### src/hdl/gemm_sched_pkg.sv
`default_nettype none

package gemm_sched_pkg;

    // ******************************
    // bank and group geometry
    // ******************************
    localparam int NUM_BANKS      = 4;   // fixed, bank index is 2 bits
    localparam int ROWS_PER_GROUP = 4;   // one row per array row
    localparam int DATA_W         = 64;  // operand row payload

    // ******************************
    // vector types
    // ******************************
    typedef logic [DATA_W-1:0]    row_data_t;
    typedef logic [1:0]           row_sel_t;    // array row inside a group
    typedef logic [1:0]           bank_idx_t;
    typedef logic [NUM_BANKS-1:0] bank_mask_t;  // one bit per bank
    typedef logic [4:0]           level_t;      // fill level, depth up to 16

    // row kind, carried in wb_adr[3:2] and stored next to each row
    typedef enum logic [1:0] {
        TAG_NONE   = 2'd0,
        TAG_INPUT  = 2'd1,
        TAG_WEIGHT = 2'd2,
        TAG_PSUM   = 2'd3
    } tag_t;

    // shared by both scanners
    typedef enum logic [1:0] {
        SCAN_STALL = 2'd0,
        SCAN_CHECK = 2'd1,
        SCAN_BURST = 2'd2
    } scan_state_t;

endpackage

`default_nettype wire
### src/hdl/gemm_sched_top.sv
`default_nettype none
`timescale 1ns/10ps

module gemm_sched_top #(
    parameter int DEPTH = 8  // bank FIFO depth, power of two from 4 to 16
) (
    input  logic                      CLK,
    input  logic                      nRST,

    // Wishbone classic, writes only
    input  logic                      wb_cyc,
    input  logic                      wb_stb,
    input  logic                      wb_we,
    input  logic [3:0]                wb_adr,
    input  gemm_sched_pkg::row_data_t wb_dat,
    output logic                      wb_ack,

    // array handshake
    input  logic                      new_weight,
    input  logic                      drained,

    // weight / input row stream
    output logic                      weight_en,
    output logic                      input_en,
    output gemm_sched_pkg::row_sel_t  wi_row,
    output gemm_sched_pkg::row_data_t wi_data,

    // partial-sum row stream
    output logic                      ps_en,
    output gemm_sched_pkg::row_sel_t  ps_row,
    output gemm_sched_pkg::row_data_t ps_data
);
    import gemm_sched_pkg::*;

    bank_mask_t push;
    bank_mask_t bank_full;
    bank_mask_t ps_pop;
    bank_mask_t wi_pop;
    tag_t       wr_tag;
    row_data_t  wr_data;
    logic       weight_pending;

    tag_t       head_tag  [NUM_BANKS];
    row_data_t  head_data [NUM_BANKS];
    level_t     level     [NUM_BANKS];

    // ******************************
    // host write port
    // ******************************
    wb_bank_writer u_writer (
        .CLK       (CLK),
        .nRST      (nRST),
        .wb_cyc    (wb_cyc),
        .wb_stb    (wb_stb),
        .wb_we     (wb_we),
        .wb_adr    (wb_adr),
        .wb_dat    (wb_dat),
        .wb_ack    (wb_ack),
        .bank_full (bank_full),
        .push      (push),
        .wr_tag    (wr_tag),
        .wr_data   (wr_data)
    );

    // ******************************
    // operand banks
    // ******************************
    for (genvar k = 0; k < NUM_BANKS; k++) begin : g_bank
        bank_fifo #(
            .DEPTH (DEPTH)
        ) u_fifo (
            .CLK       (CLK),
            .nRST      (nRST),
            .push      (push[k]),
            .wr_tag    (wr_tag),      // shared write word
            .wr_data   (wr_data),
            .pop_ps    (ps_pop[k]),
            .pop_wi    (wi_pop[k]),
            .head_tag  (head_tag[k]),
            .head_data (head_data[k]),
            .level     (level[k]),
            .full      (bank_full[k])
        );
    end

    // ******************************
    // schedulers
    // ******************************
    weight_input_scanner u_wi_scan (
        .CLK            (CLK),
        .nRST           (nRST),
        .new_weight     (new_weight),
        .drained        (drained),
        .head_tag       (head_tag),
        .head_data      (head_data),
        .level          (level),
        .pop            (wi_pop),
        .weight_pending (weight_pending),
        .weight_en      (weight_en),
        .input_en       (input_en),
        .wi_row         (wi_row),
        .wi_data        (wi_data)
    );

    psum_scanner u_ps_scan (
        .CLK            (CLK),
        .nRST           (nRST),
        .weight_pending (weight_pending),  // psums stall during a weight load
        .head_tag       (head_tag),
        .head_data      (head_data),
        .level          (level),
        .pop            (ps_pop),
        .ps_en          (ps_en),
        .ps_row         (ps_row),
        .ps_data        (ps_data)
    );

endmodule

`default_nettype wire

### src/hdl/weight_input_scanner.sv
`default_nettype none
`timescale 1ns/10ps

module weight_input_scanner (
    input  logic                       CLK,
    input  logic                       nRST,
    input  logic                       new_weight,
    input  logic                       drained,
    input  gemm_sched_pkg::tag_t       head_tag  [gemm_sched_pkg::NUM_BANKS],
    input  gemm_sched_pkg::row_data_t  head_data [gemm_sched_pkg::NUM_BANKS],
    input  gemm_sched_pkg::level_t     level     [gemm_sched_pkg::NUM_BANKS],
    output gemm_sched_pkg::bank_mask_t pop,
    output logic                       weight_pending,
    output logic                       weight_en,
    output logic                       input_en,
    output gemm_sched_pkg::row_sel_t   wi_row,
    output gemm_sched_pkg::row_data_t  wi_data
);
    import gemm_sched_pkg::*;

    scan_state_t state;
    bank_idx_t   bank;
    row_sel_t    row;
    logic        burst_weight;  // kind of the burst in flight
    tag_t        want_tag;
    logic        group_ready;
    logic        last_row;
    logic        weight_done;
    logic        hold;

    assign want_tag    = weight_pending ? TAG_WEIGHT : TAG_INPUT;
    assign group_ready = (head_tag[bank] == want_tag) &&
                         (level[bank] >= level_t'(ROWS_PER_GROUP));
    assign last_row    = (row == row_sel_t'(ROWS_PER_GROUP - 1));
    assign weight_done = (state == SCAN_BURST) && burst_weight && last_row;
    assign hold        = weight_pending && !drained;  // array still busy with old weights

    // ******************************
    // weight load flag
    // ******************************
    always_ff @(posedge CLK, negedge nRST) begin
        if (!nRST) begin
            weight_pending <= 1'b1;  // nothing loaded yet
        end else if (new_weight) begin
            weight_pending <= 1'b1;  // wins over a finishing load
        end else if (weight_done) begin
            weight_pending <= 1'b0;
        end
    end

    // ******************************
    // round-robin scan
    // ******************************
    always_ff @(posedge CLK, negedge nRST) begin
        if (!nRST) begin
            state        <= SCAN_STALL;
            bank         <= '0;
            row          <= '0;
            burst_weight <= 1'b0;
        end else begin
            case (state)
                SCAN_STALL: begin
                    if (!hold) begin
                        state <= SCAN_CHECK;
                        bank  <= '0;
                    end
                end
                SCAN_CHECK: begin
                    if (hold) begin
                        state <= SCAN_STALL;
                    end else if (group_ready) begin
                        state        <= SCAN_BURST;
                        row          <= '0;
                        burst_weight <= weight_pending;
                    end else begin
                        bank <= bank + bank_idx_t'(1);
                    end
                end
                SCAN_BURST: begin
                    // a started group always runs to its last row
                    row <= row + row_sel_t'(1);
                    if (last_row) begin
                        state <= SCAN_CHECK;
                        bank  <= bank + bank_idx_t'(1);
                    end
                end
                default: state <= SCAN_STALL;
            endcase
        end
    end

    // ******************************
    // array side
    // ******************************
    assign weight_en = (state == SCAN_BURST) && burst_weight;
    assign input_en  = (state == SCAN_BURST) && !burst_weight;
    assign wi_row    = row;
    assign wi_data   = head_data[bank];
    assign pop       = (state == SCAN_BURST) ? (bank_mask_t'(1) << bank) : '0;

    // every row of a burst carries the kind latched at its start
    a_burst_kind: assert property (@(posedge CLK) disable iff (!nRST)
        (weight_en || input_en) |->
            (head_tag[bank] == (weight_en ? TAG_WEIGHT : TAG_INPUT)));

    // the load flag only drops after the last weight row has gone out
    a_weight_in_load: assert property (@(posedge CLK) disable iff (!nRST)
        weight_en |-> weight_pending);

endmodule

`default_nettype wire

### src/hdl/psum_scanner.sv
`default_nettype none
`timescale 1ns/10ps

module psum_scanner (
    input  logic                       CLK,
    input  logic                       nRST,
    input  logic                       weight_pending,
    input  gemm_sched_pkg::tag_t       head_tag  [gemm_sched_pkg::NUM_BANKS],
    input  gemm_sched_pkg::row_data_t  head_data [gemm_sched_pkg::NUM_BANKS],
    input  gemm_sched_pkg::level_t     level     [gemm_sched_pkg::NUM_BANKS],
    output gemm_sched_pkg::bank_mask_t pop,
    output logic                       ps_en,
    output gemm_sched_pkg::row_sel_t   ps_row,
    output gemm_sched_pkg::row_data_t  ps_data
);
    import gemm_sched_pkg::*;

    scan_state_t state;
    bank_idx_t   bank;
    row_sel_t    row;
    logic        group_ready;
    logic        last_row;

    // a whole group must sit in the bank before we start on it
    assign group_ready = (head_tag[bank] == TAG_PSUM) &&
                         (level[bank] >= level_t'(ROWS_PER_GROUP));
    assign last_row    = (row == row_sel_t'(ROWS_PER_GROUP - 1));

    // ******************************
    // round-robin scan
    // ******************************
    always_ff @(posedge CLK, negedge nRST) begin
        if (!nRST) begin
            state <= SCAN_STALL;
            bank  <= '0;
            row   <= '0;
        end else if (weight_pending) begin
            state <= SCAN_STALL;  // psums wait for the new weights
            bank  <= '0;
            row   <= '0;
        end else begin
            case (state)
                SCAN_STALL: begin
                    state <= SCAN_CHECK;
                    bank  <= '0;
                end
                SCAN_CHECK: begin
                    if (group_ready) begin
                        state <= SCAN_BURST;
                        row   <= '0;
                    end else begin
                        bank <= bank + bank_idx_t'(1);  // one bank per cycle
                    end
                end
                SCAN_BURST: begin
                    row <= row + row_sel_t'(1);
                    if (last_row) begin
                        state <= SCAN_CHECK;
                        bank  <= bank + bank_idx_t'(1);
                    end
                end
                default: state <= SCAN_STALL;
            endcase
        end
    end

    // ******************************
    // array side
    // ******************************
    assign ps_en   = (state == SCAN_BURST);
    assign ps_row  = row;
    assign ps_data = head_data[bank];
    assign pop     = ps_en ? (bank_mask_t'(1) << bank) : '0;  // head leaves on the next edge

    // weight_pending comes from the other scanner
    a_no_ps_during_load: assert property (@(posedge CLK) disable iff (!nRST)
        ps_en |-> !weight_pending);

endmodule

`default_nettype wire

### src/hdl/wb_bank_writer.sv
`default_nettype none
`timescale 1ns/10ps

module wb_bank_writer (
    input  logic                       CLK,
    input  logic                       nRST,
    input  logic                       wb_cyc,
    input  logic                       wb_stb,
    input  logic                       wb_we,
    input  logic [3:0]                 wb_adr,
    input  gemm_sched_pkg::row_data_t  wb_dat,
    output logic                       wb_ack,
    input  gemm_sched_pkg::bank_mask_t bank_full,
    output gemm_sched_pkg::bank_mask_t push,
    output gemm_sched_pkg::tag_t       wr_tag,
    output gemm_sched_pkg::row_data_t  wr_data
);
    import gemm_sched_pkg::*;

    bank_idx_t bank;
    logic      req;
    logic      ack_next;

    // address map: [1:0] bank, [3:2] row kind
    assign bank   = wb_adr[1:0];
    assign wr_tag = tag_t'(wb_adr[3:2]);
    assign req    = wb_cyc && wb_stb;

    // ******************************
    // ack generation
    // ******************************
    // a write waits here while its bank is full, reads are acked and dropped
    assign ack_next = req && !wb_ack && !(wb_we && bank_full[bank]);

    always_ff @(posedge CLK, negedge nRST) begin
        if (!nRST) begin
            wb_ack <= 1'b0;
        end else begin
            wb_ack <= ack_next;
        end
    end

    // the host still holds address and data in the ack cycle
    assign push    = (wb_ack && req && wb_we) ? (bank_mask_t'(1) << bank) : '0;
    assign wr_data = wb_dat;

    // the row is taken in the ack cycle and needs the request still up
    a_req_held: assert property (@(posedge CLK) disable iff (!nRST)
        wb_ack |-> req);

endmodule

`default_nettype wire

### src/hdl/bank_fifo.sv
`default_nettype none
`timescale 1ns/10ps

module bank_fifo #(
    parameter int DEPTH = 8
) (
    input  logic                      CLK,
    input  logic                      nRST,
    input  logic                      push,
    input  gemm_sched_pkg::tag_t      wr_tag,
    input  gemm_sched_pkg::row_data_t wr_data,
    input  logic                      pop_ps,
    input  logic                      pop_wi,
    output gemm_sched_pkg::tag_t      head_tag,
    output gemm_sched_pkg::row_data_t head_data,
    output gemm_sched_pkg::level_t    level,
    output logic                      full
);
    import gemm_sched_pkg::*;

    localparam int PTR_W = $clog2(DEPTH);

    tag_t             tag_mem  [DEPTH];
    row_data_t        data_mem [DEPTH];
    logic [PTR_W-1:0] wr_ptr;
    logic [PTR_W-1:0] rd_ptr;
    level_t           count;
    logic             pop;

    assign pop = pop_ps || pop_wi;  // at most one scanner owns the head

    // ******************************
    // storage
    // ******************************
    always_ff @(posedge CLK) begin
        if (push) begin
            tag_mem[wr_ptr]  <= wr_tag;
            data_mem[wr_ptr] <= wr_data;
        end
    end

    // pointers wrap on their own, depth is a power of two
    always_ff @(posedge CLK, negedge nRST) begin
        if (!nRST) begin
            wr_ptr <= '0;
            rd_ptr <= '0;
            count  <= '0;
        end else begin
            if (push) begin
                wr_ptr <= wr_ptr + 1'b1;
            end
            if (pop) begin
                rd_ptr <= rd_ptr + 1'b1;
            end
            case ({push, pop})
                2'b10:   count <= count + level_t'(1);
                2'b01:   count <= count - level_t'(1);
                default: count <= count;  // idle or push and pop together
            endcase
        end
    end

    // ******************************
    // fall-through head
    // ******************************
    assign head_tag  = (count == '0) ? TAG_NONE : tag_mem[rd_ptr];  // empty bank never matches
    assign head_data = data_mem[rd_ptr];
    assign level     = count;
    assign full      = (count == level_t'(DEPTH));

    // the two scanners must never claim the same bank at once
    a_one_owner: assert property (@(posedge CLK) disable iff (!nRST)
        !(pop_ps && pop_wi));

    a_no_underflow: assert property (@(posedge CLK) disable iff (!nRST)
        pop |-> (count != '0));

    // writer holds ack while full
    a_no_overflow: assert property (@(posedge CLK) disable iff (!nRST)
        push |-> !full);

endmodule

`default_nettype wire

### config.mk
export PLATFORM = sky130hd
export DESIGN_NAME = gemm_sched_top
export DESIGN_NICKNAME = d
export VERILOG_FILES = /design/src/hdl/gemm_sched_pkg.sv /design/src/hdl/gemm_sched_top.sv /design/src/hdl/weight_input_scanner.sv /design/src/hdl/psum_scanner.sv /design/src/hdl/wb_bank_writer.sv /design/src/hdl/bank_fifo.sv
export SDC_FILE = /design/constraint.sdc
export NUM_CORES = 2
export LEC_CHECK = 0
export BUFFER_PORTS_ARGS = -buffer_cell sky130_fd_sc_hd__buf_2
export CORE_UTILIZATION = 55
export CTS_CLUSTER_SIZE = 28
export DETAILED_ROUTE_END_ITERATION = 12
export GPL_ROUTABILITY_DRIVEN = 0
export PLACE_DENSITY_LB_ADDON = 0.08
export SLEW_MARGIN = 20
export SYNTH_ARGS = -nofsm -noshare
export SYNTH_HDL_FRONTEND = slang
export SYNTH_HIERARCHICAL = 1
export SYNTH_SLANG_ARGS = --single-unit
### constraint.sdc
create_clock -name CLK -period 8.4 [get_ports CLK]
set_clock_uncertainty 0.15 [all_clocks]
set_input_delay 1.68 -clock CLK [delete_from_list [all_inputs] [get_ports CLK]]
set_output_delay 1.68 -clock CLK [all_outputs]
set_load 0.01 [all_outputs]
==> impl_results.md <==
* CTS clock-pin slew for the worst setup and hold paths at about 0.060 ns
* CP max FO at 39
* Number of port buffers at 210
* Power Total at 0.0273 W
* Overall routing resource usage at 0.269
* Worst setup EP type: output pin
* First-pass GRT wire length at 302000 µm
* Clock Tree Root: clkbuf_16
* Setup violators final at 0
* IO Pins at ~210
* DR vias/cell at around 6.5
* # resized after CTS at 0
* Flip-flop and latch count after synthesis at 2171
* CP arrival at between 4 and 5 ns
* Hold Crit Class: flip-flop to flip-flop
* Post-synth top cells: 2112 x edfxtp_1, 658 x mux4_2, 268 x mux2_2
* Flop pwr share at 0.454
* Switching power total at between 0.007 and 0.008 W
* Final period util at 0.715
* Post-Syn Area at 87000 µm²
* Register Area at between 60000 and 70000 µm²
* Initial core utilization at 0.556
* Via count at just over 40k
* Met1 usage at 0.367
* Peak VDD IR at ~0.22 mV
* Placed cell areas at about 90000 µm²
* Syn. warnings at 6
* Drt wl/cell at approximately 34 µm
* Fmax at 167 MHz
* Grt total ovfl at 0
* Crit path kind: flip-flop to output pin
* LEAKAGE at approximately 30 nW
* Full die area at around 160000 µm²
* Antenna violations before repair at 12
* DRT antenna net count at 0
* Chip height at roughly 400 µm
* Util after Layout at 0.619
* M3 GR Usage at 0.0377
* Global routing's busiest layer: met2
* Unique cell type count in the Yosys netlist at 57
* Post-route insts no fill at roughly 6.2k
* Relative slew slack at 0.232
* Finished Cell Area at about 97000 µm²
* Die span in x at between 300 and 400 µm
* First-pass detailed-route iteration total at 5
* Total of max-cap violations at 0
* Int Power at between 0.02 and 0.025 W
* Setup TNS at 0 ns
* CTS hold repair buffers at 0
* Power Density at roughly 280 nW/µm²
* Clock sink total at ~2.2k
* Clock power share at 0.334
* FP Rows at about 150
* Synth area leader: edfxtp_1
* Clk_lat worst skew at roughly 0.8 ns
* DP Wirelength at about 120000 µm
* Startpoint Class: flip-flop
* Least-Margin Pin Slew at between 1 and 1.5 ns
* Tmin final at between 6 and 7 ns
* Largest net degree at the start of global routing at between 90 and 100
* Number of global-route vias before repair at between 40k and 50k
* Clock tree buffer depth at 3
* Max Slew Vio Count at 0
* Cell Count Post-Placement at about 5.8k
* Syn_nets at roughly 3.9k
* EDFF count, synth at 2112
* Core box area at between 150000 and 200000 µm²
* Mapped Cells at ~3.7k
* Sequential share of the synthesized area at 0.746
* Ys async rst share at 0.0272
* Layout filler cell count at roughly 11k
* GRT met2 Usage at 0.458
* Synth top area share at 0.729
* Num CTS Buffers at 213
* CTS H-tree lvls at 4
* Nets at roughly 4.1k
* RSZ-0062 raised after global routing: false
* Fin. Hold Viols at 0
* Most common cell in the netlist: edfxtp_1
* Synth area leaders: edfxtp_1 73%, mux4_2 17%, mux2_2 3.5%
* Syn_area_per_cell at 23.2 µm²
* Comb power frac at 0.212
* Switching Share at 0.263
* Number of remaining DRC errors at 0
* Routed WL at 211000 µm
* CTS tree: built
* Post-synth top flop: edfxtp_1
* Status: finished, final reports clean
* Ratio of cells with drive above 1 in the final layout at 0.374
* Worst reg-to-reg setup slack at between 3 and 4 ns
* Detailed Route Iter0 Violations at about 3.9k
* Setup bufs post-CTS at 0
* Critical path data required time at 6.57 ns
* Area of the multi-input gates at between 20000 and 25000 µm²
* Layout overhead on the synthesized area at 11.3%
==> cell families (layout without fill, tap and decap cells) <==
logic type / after synthesis / in the layout / synth area share
flip-flops: 2171 / 2171 / 0.746
multiplexers: 950 / 950 / 0.208
buffers and inverters: 287 / 723 / 0.0193
AND/OR/NAND/NOR: 191 / 191 / 0.0113
AO/OA/AOI/OAI: 68 / 68 / 0.00575
adder cells (fa/ha/maj): 42 / 42 / 0.00604
XOR/XNOR: 38 / 38 / 0.00383
other: 0 / 8 / 0
==> power groups by stage <==
| stage | combinational, W | sequential (W) | clock [W] |
|---|---|---|---|
| after floorplan | 0.00445 | 0.0122 | 0 |
| after global placement | 0.00574 | 0.0126 | 0 |
| after detailed placement | 0.00584 | 0.0126 | 0 |
| after CTS | 0.00587 | 0.0124 | 0.00924 |
| after global routing | 0.00615 | 0.0124 | 0.00967 |
| final | 0.00579 | 0.0124 | 0.00911 |
==> layer usage <==
layer / vias up / share of wire
li1: 16395 / -
met1: 22405 / 0.40
met2: 1608 / 0.51
met3: 345 / 0.064
met4: 4 / 0.027
met5: - / 0.00012
==> cell usage in the layout (no fill, tap or decap), types with 32 or more instances in the layout <==
| cell type | n |
|---|---|
| buf_2 | 210 |
| buf_4 | 74 |
| dfrtp_1 | 42 |
| clkbuf_1 | 52 |
| clkinv_1 | 58 |
| clkbuf_16 | 217 |
| mux4_2 | 658 |
| edfxtp_1 | 2112 |
| ha_1 | 42 |
| clkinv_2 | 35 |
| nor2_1 | 39 |
| mux2_2 | 268 |
| nand2_1 | 32 |
==> worst max-delay path: stages, from the launching register on <==
cell     delay [ns]
dfrtp_4        0.91
buf_4          0.76
mux4_2         0.60
mux2_2         0.33
mux4_2         0.50
buf_2          0.16
==> cell type report <==
cell class,count,share of cell area
diodes,8,0.000207
clock buffers,273,0.0587
clock inverters,124,0.0101
inverters,27,0.00105
multi-input cells,1289,0.213
flip-flops and latches,2171,0.671
well taps,2058,0.0266
repair buffers,299,0.0196
==> through the flow <==
stage | setup slack [ns] | hold WS, ns
2_1_floorplan | 0.624 | 0.308
3_3_place_gp | 3.18 | 0.322
3_5_place_dp | 3.15 | 0.334
4_1_cts | 2.25 | 0.350
5_1_grt | 2.11 | 0.379
6_report | 2.40 | 0.348
==> sequential cells by signal, summed over array words and instances (netlist names) <==
| name | cells |
|---|---|
| u_writer/wb_ack | 1 |
| g_bank.u_fifo/wr_ptr | 12 |
| u_ps_scan/state | 2 |
| u_ps_scan/bank | 2 |
| u_wi_scan/bank | 2 |
| g_bank.u_fifo/tag_mem | 64 |
| u_wi_scan/burst_weight | 1 |
| u_ps_scan/ps_row | 2 |
| g_bank.u_fifo/rd_ptr | 12 |
| g_bank.u_fifo/level | 20 |
| u_wi_scan/weight_pending | 1 |
| u_wi_scan/wi_row | 2 |
| u_wi_scan/state | 2 |
| g_bank.u_fifo/data_mem | 2048 |
==> worst paths after layout <==
check | start | to | cells past startpoint
worst min-delay path | g_bank[2].u_fifo/wr_ptr[2]$_DFFE_PN0P_ | g_bank[2].u_fifo/wr_ptr[2]$_DFFE_PN0P_ | 1
max in group asynchronous | nRST | g_bank[0].u_fifo/rd_ptr[1]$_DFFE_PN0N_ | 2
worst max register to register | u_wi_scan/bank[0]$_DFFE_PN0P_ | g_bank[0].u_fifo/level[4]$_DFFE_PN0P_ | 12
min in group asynchronous | nRST | g_bank[2].u_fifo/level[2]$_DFFE_PN0P_ | 2
worst min register to register | g_bank[2].u_fifo/wr_ptr[2]$_DFFE_PN0P_ | g_bank[2].u_fifo/wr_ptr[2]$_DFFE_PN0P_ | 1
worst max-delay path | g_bank[0].u_fifo/rd_ptr[0]$_DFFE_PN0N_ | ps_data[41] | 5
(Power assumes the default switching activity.)
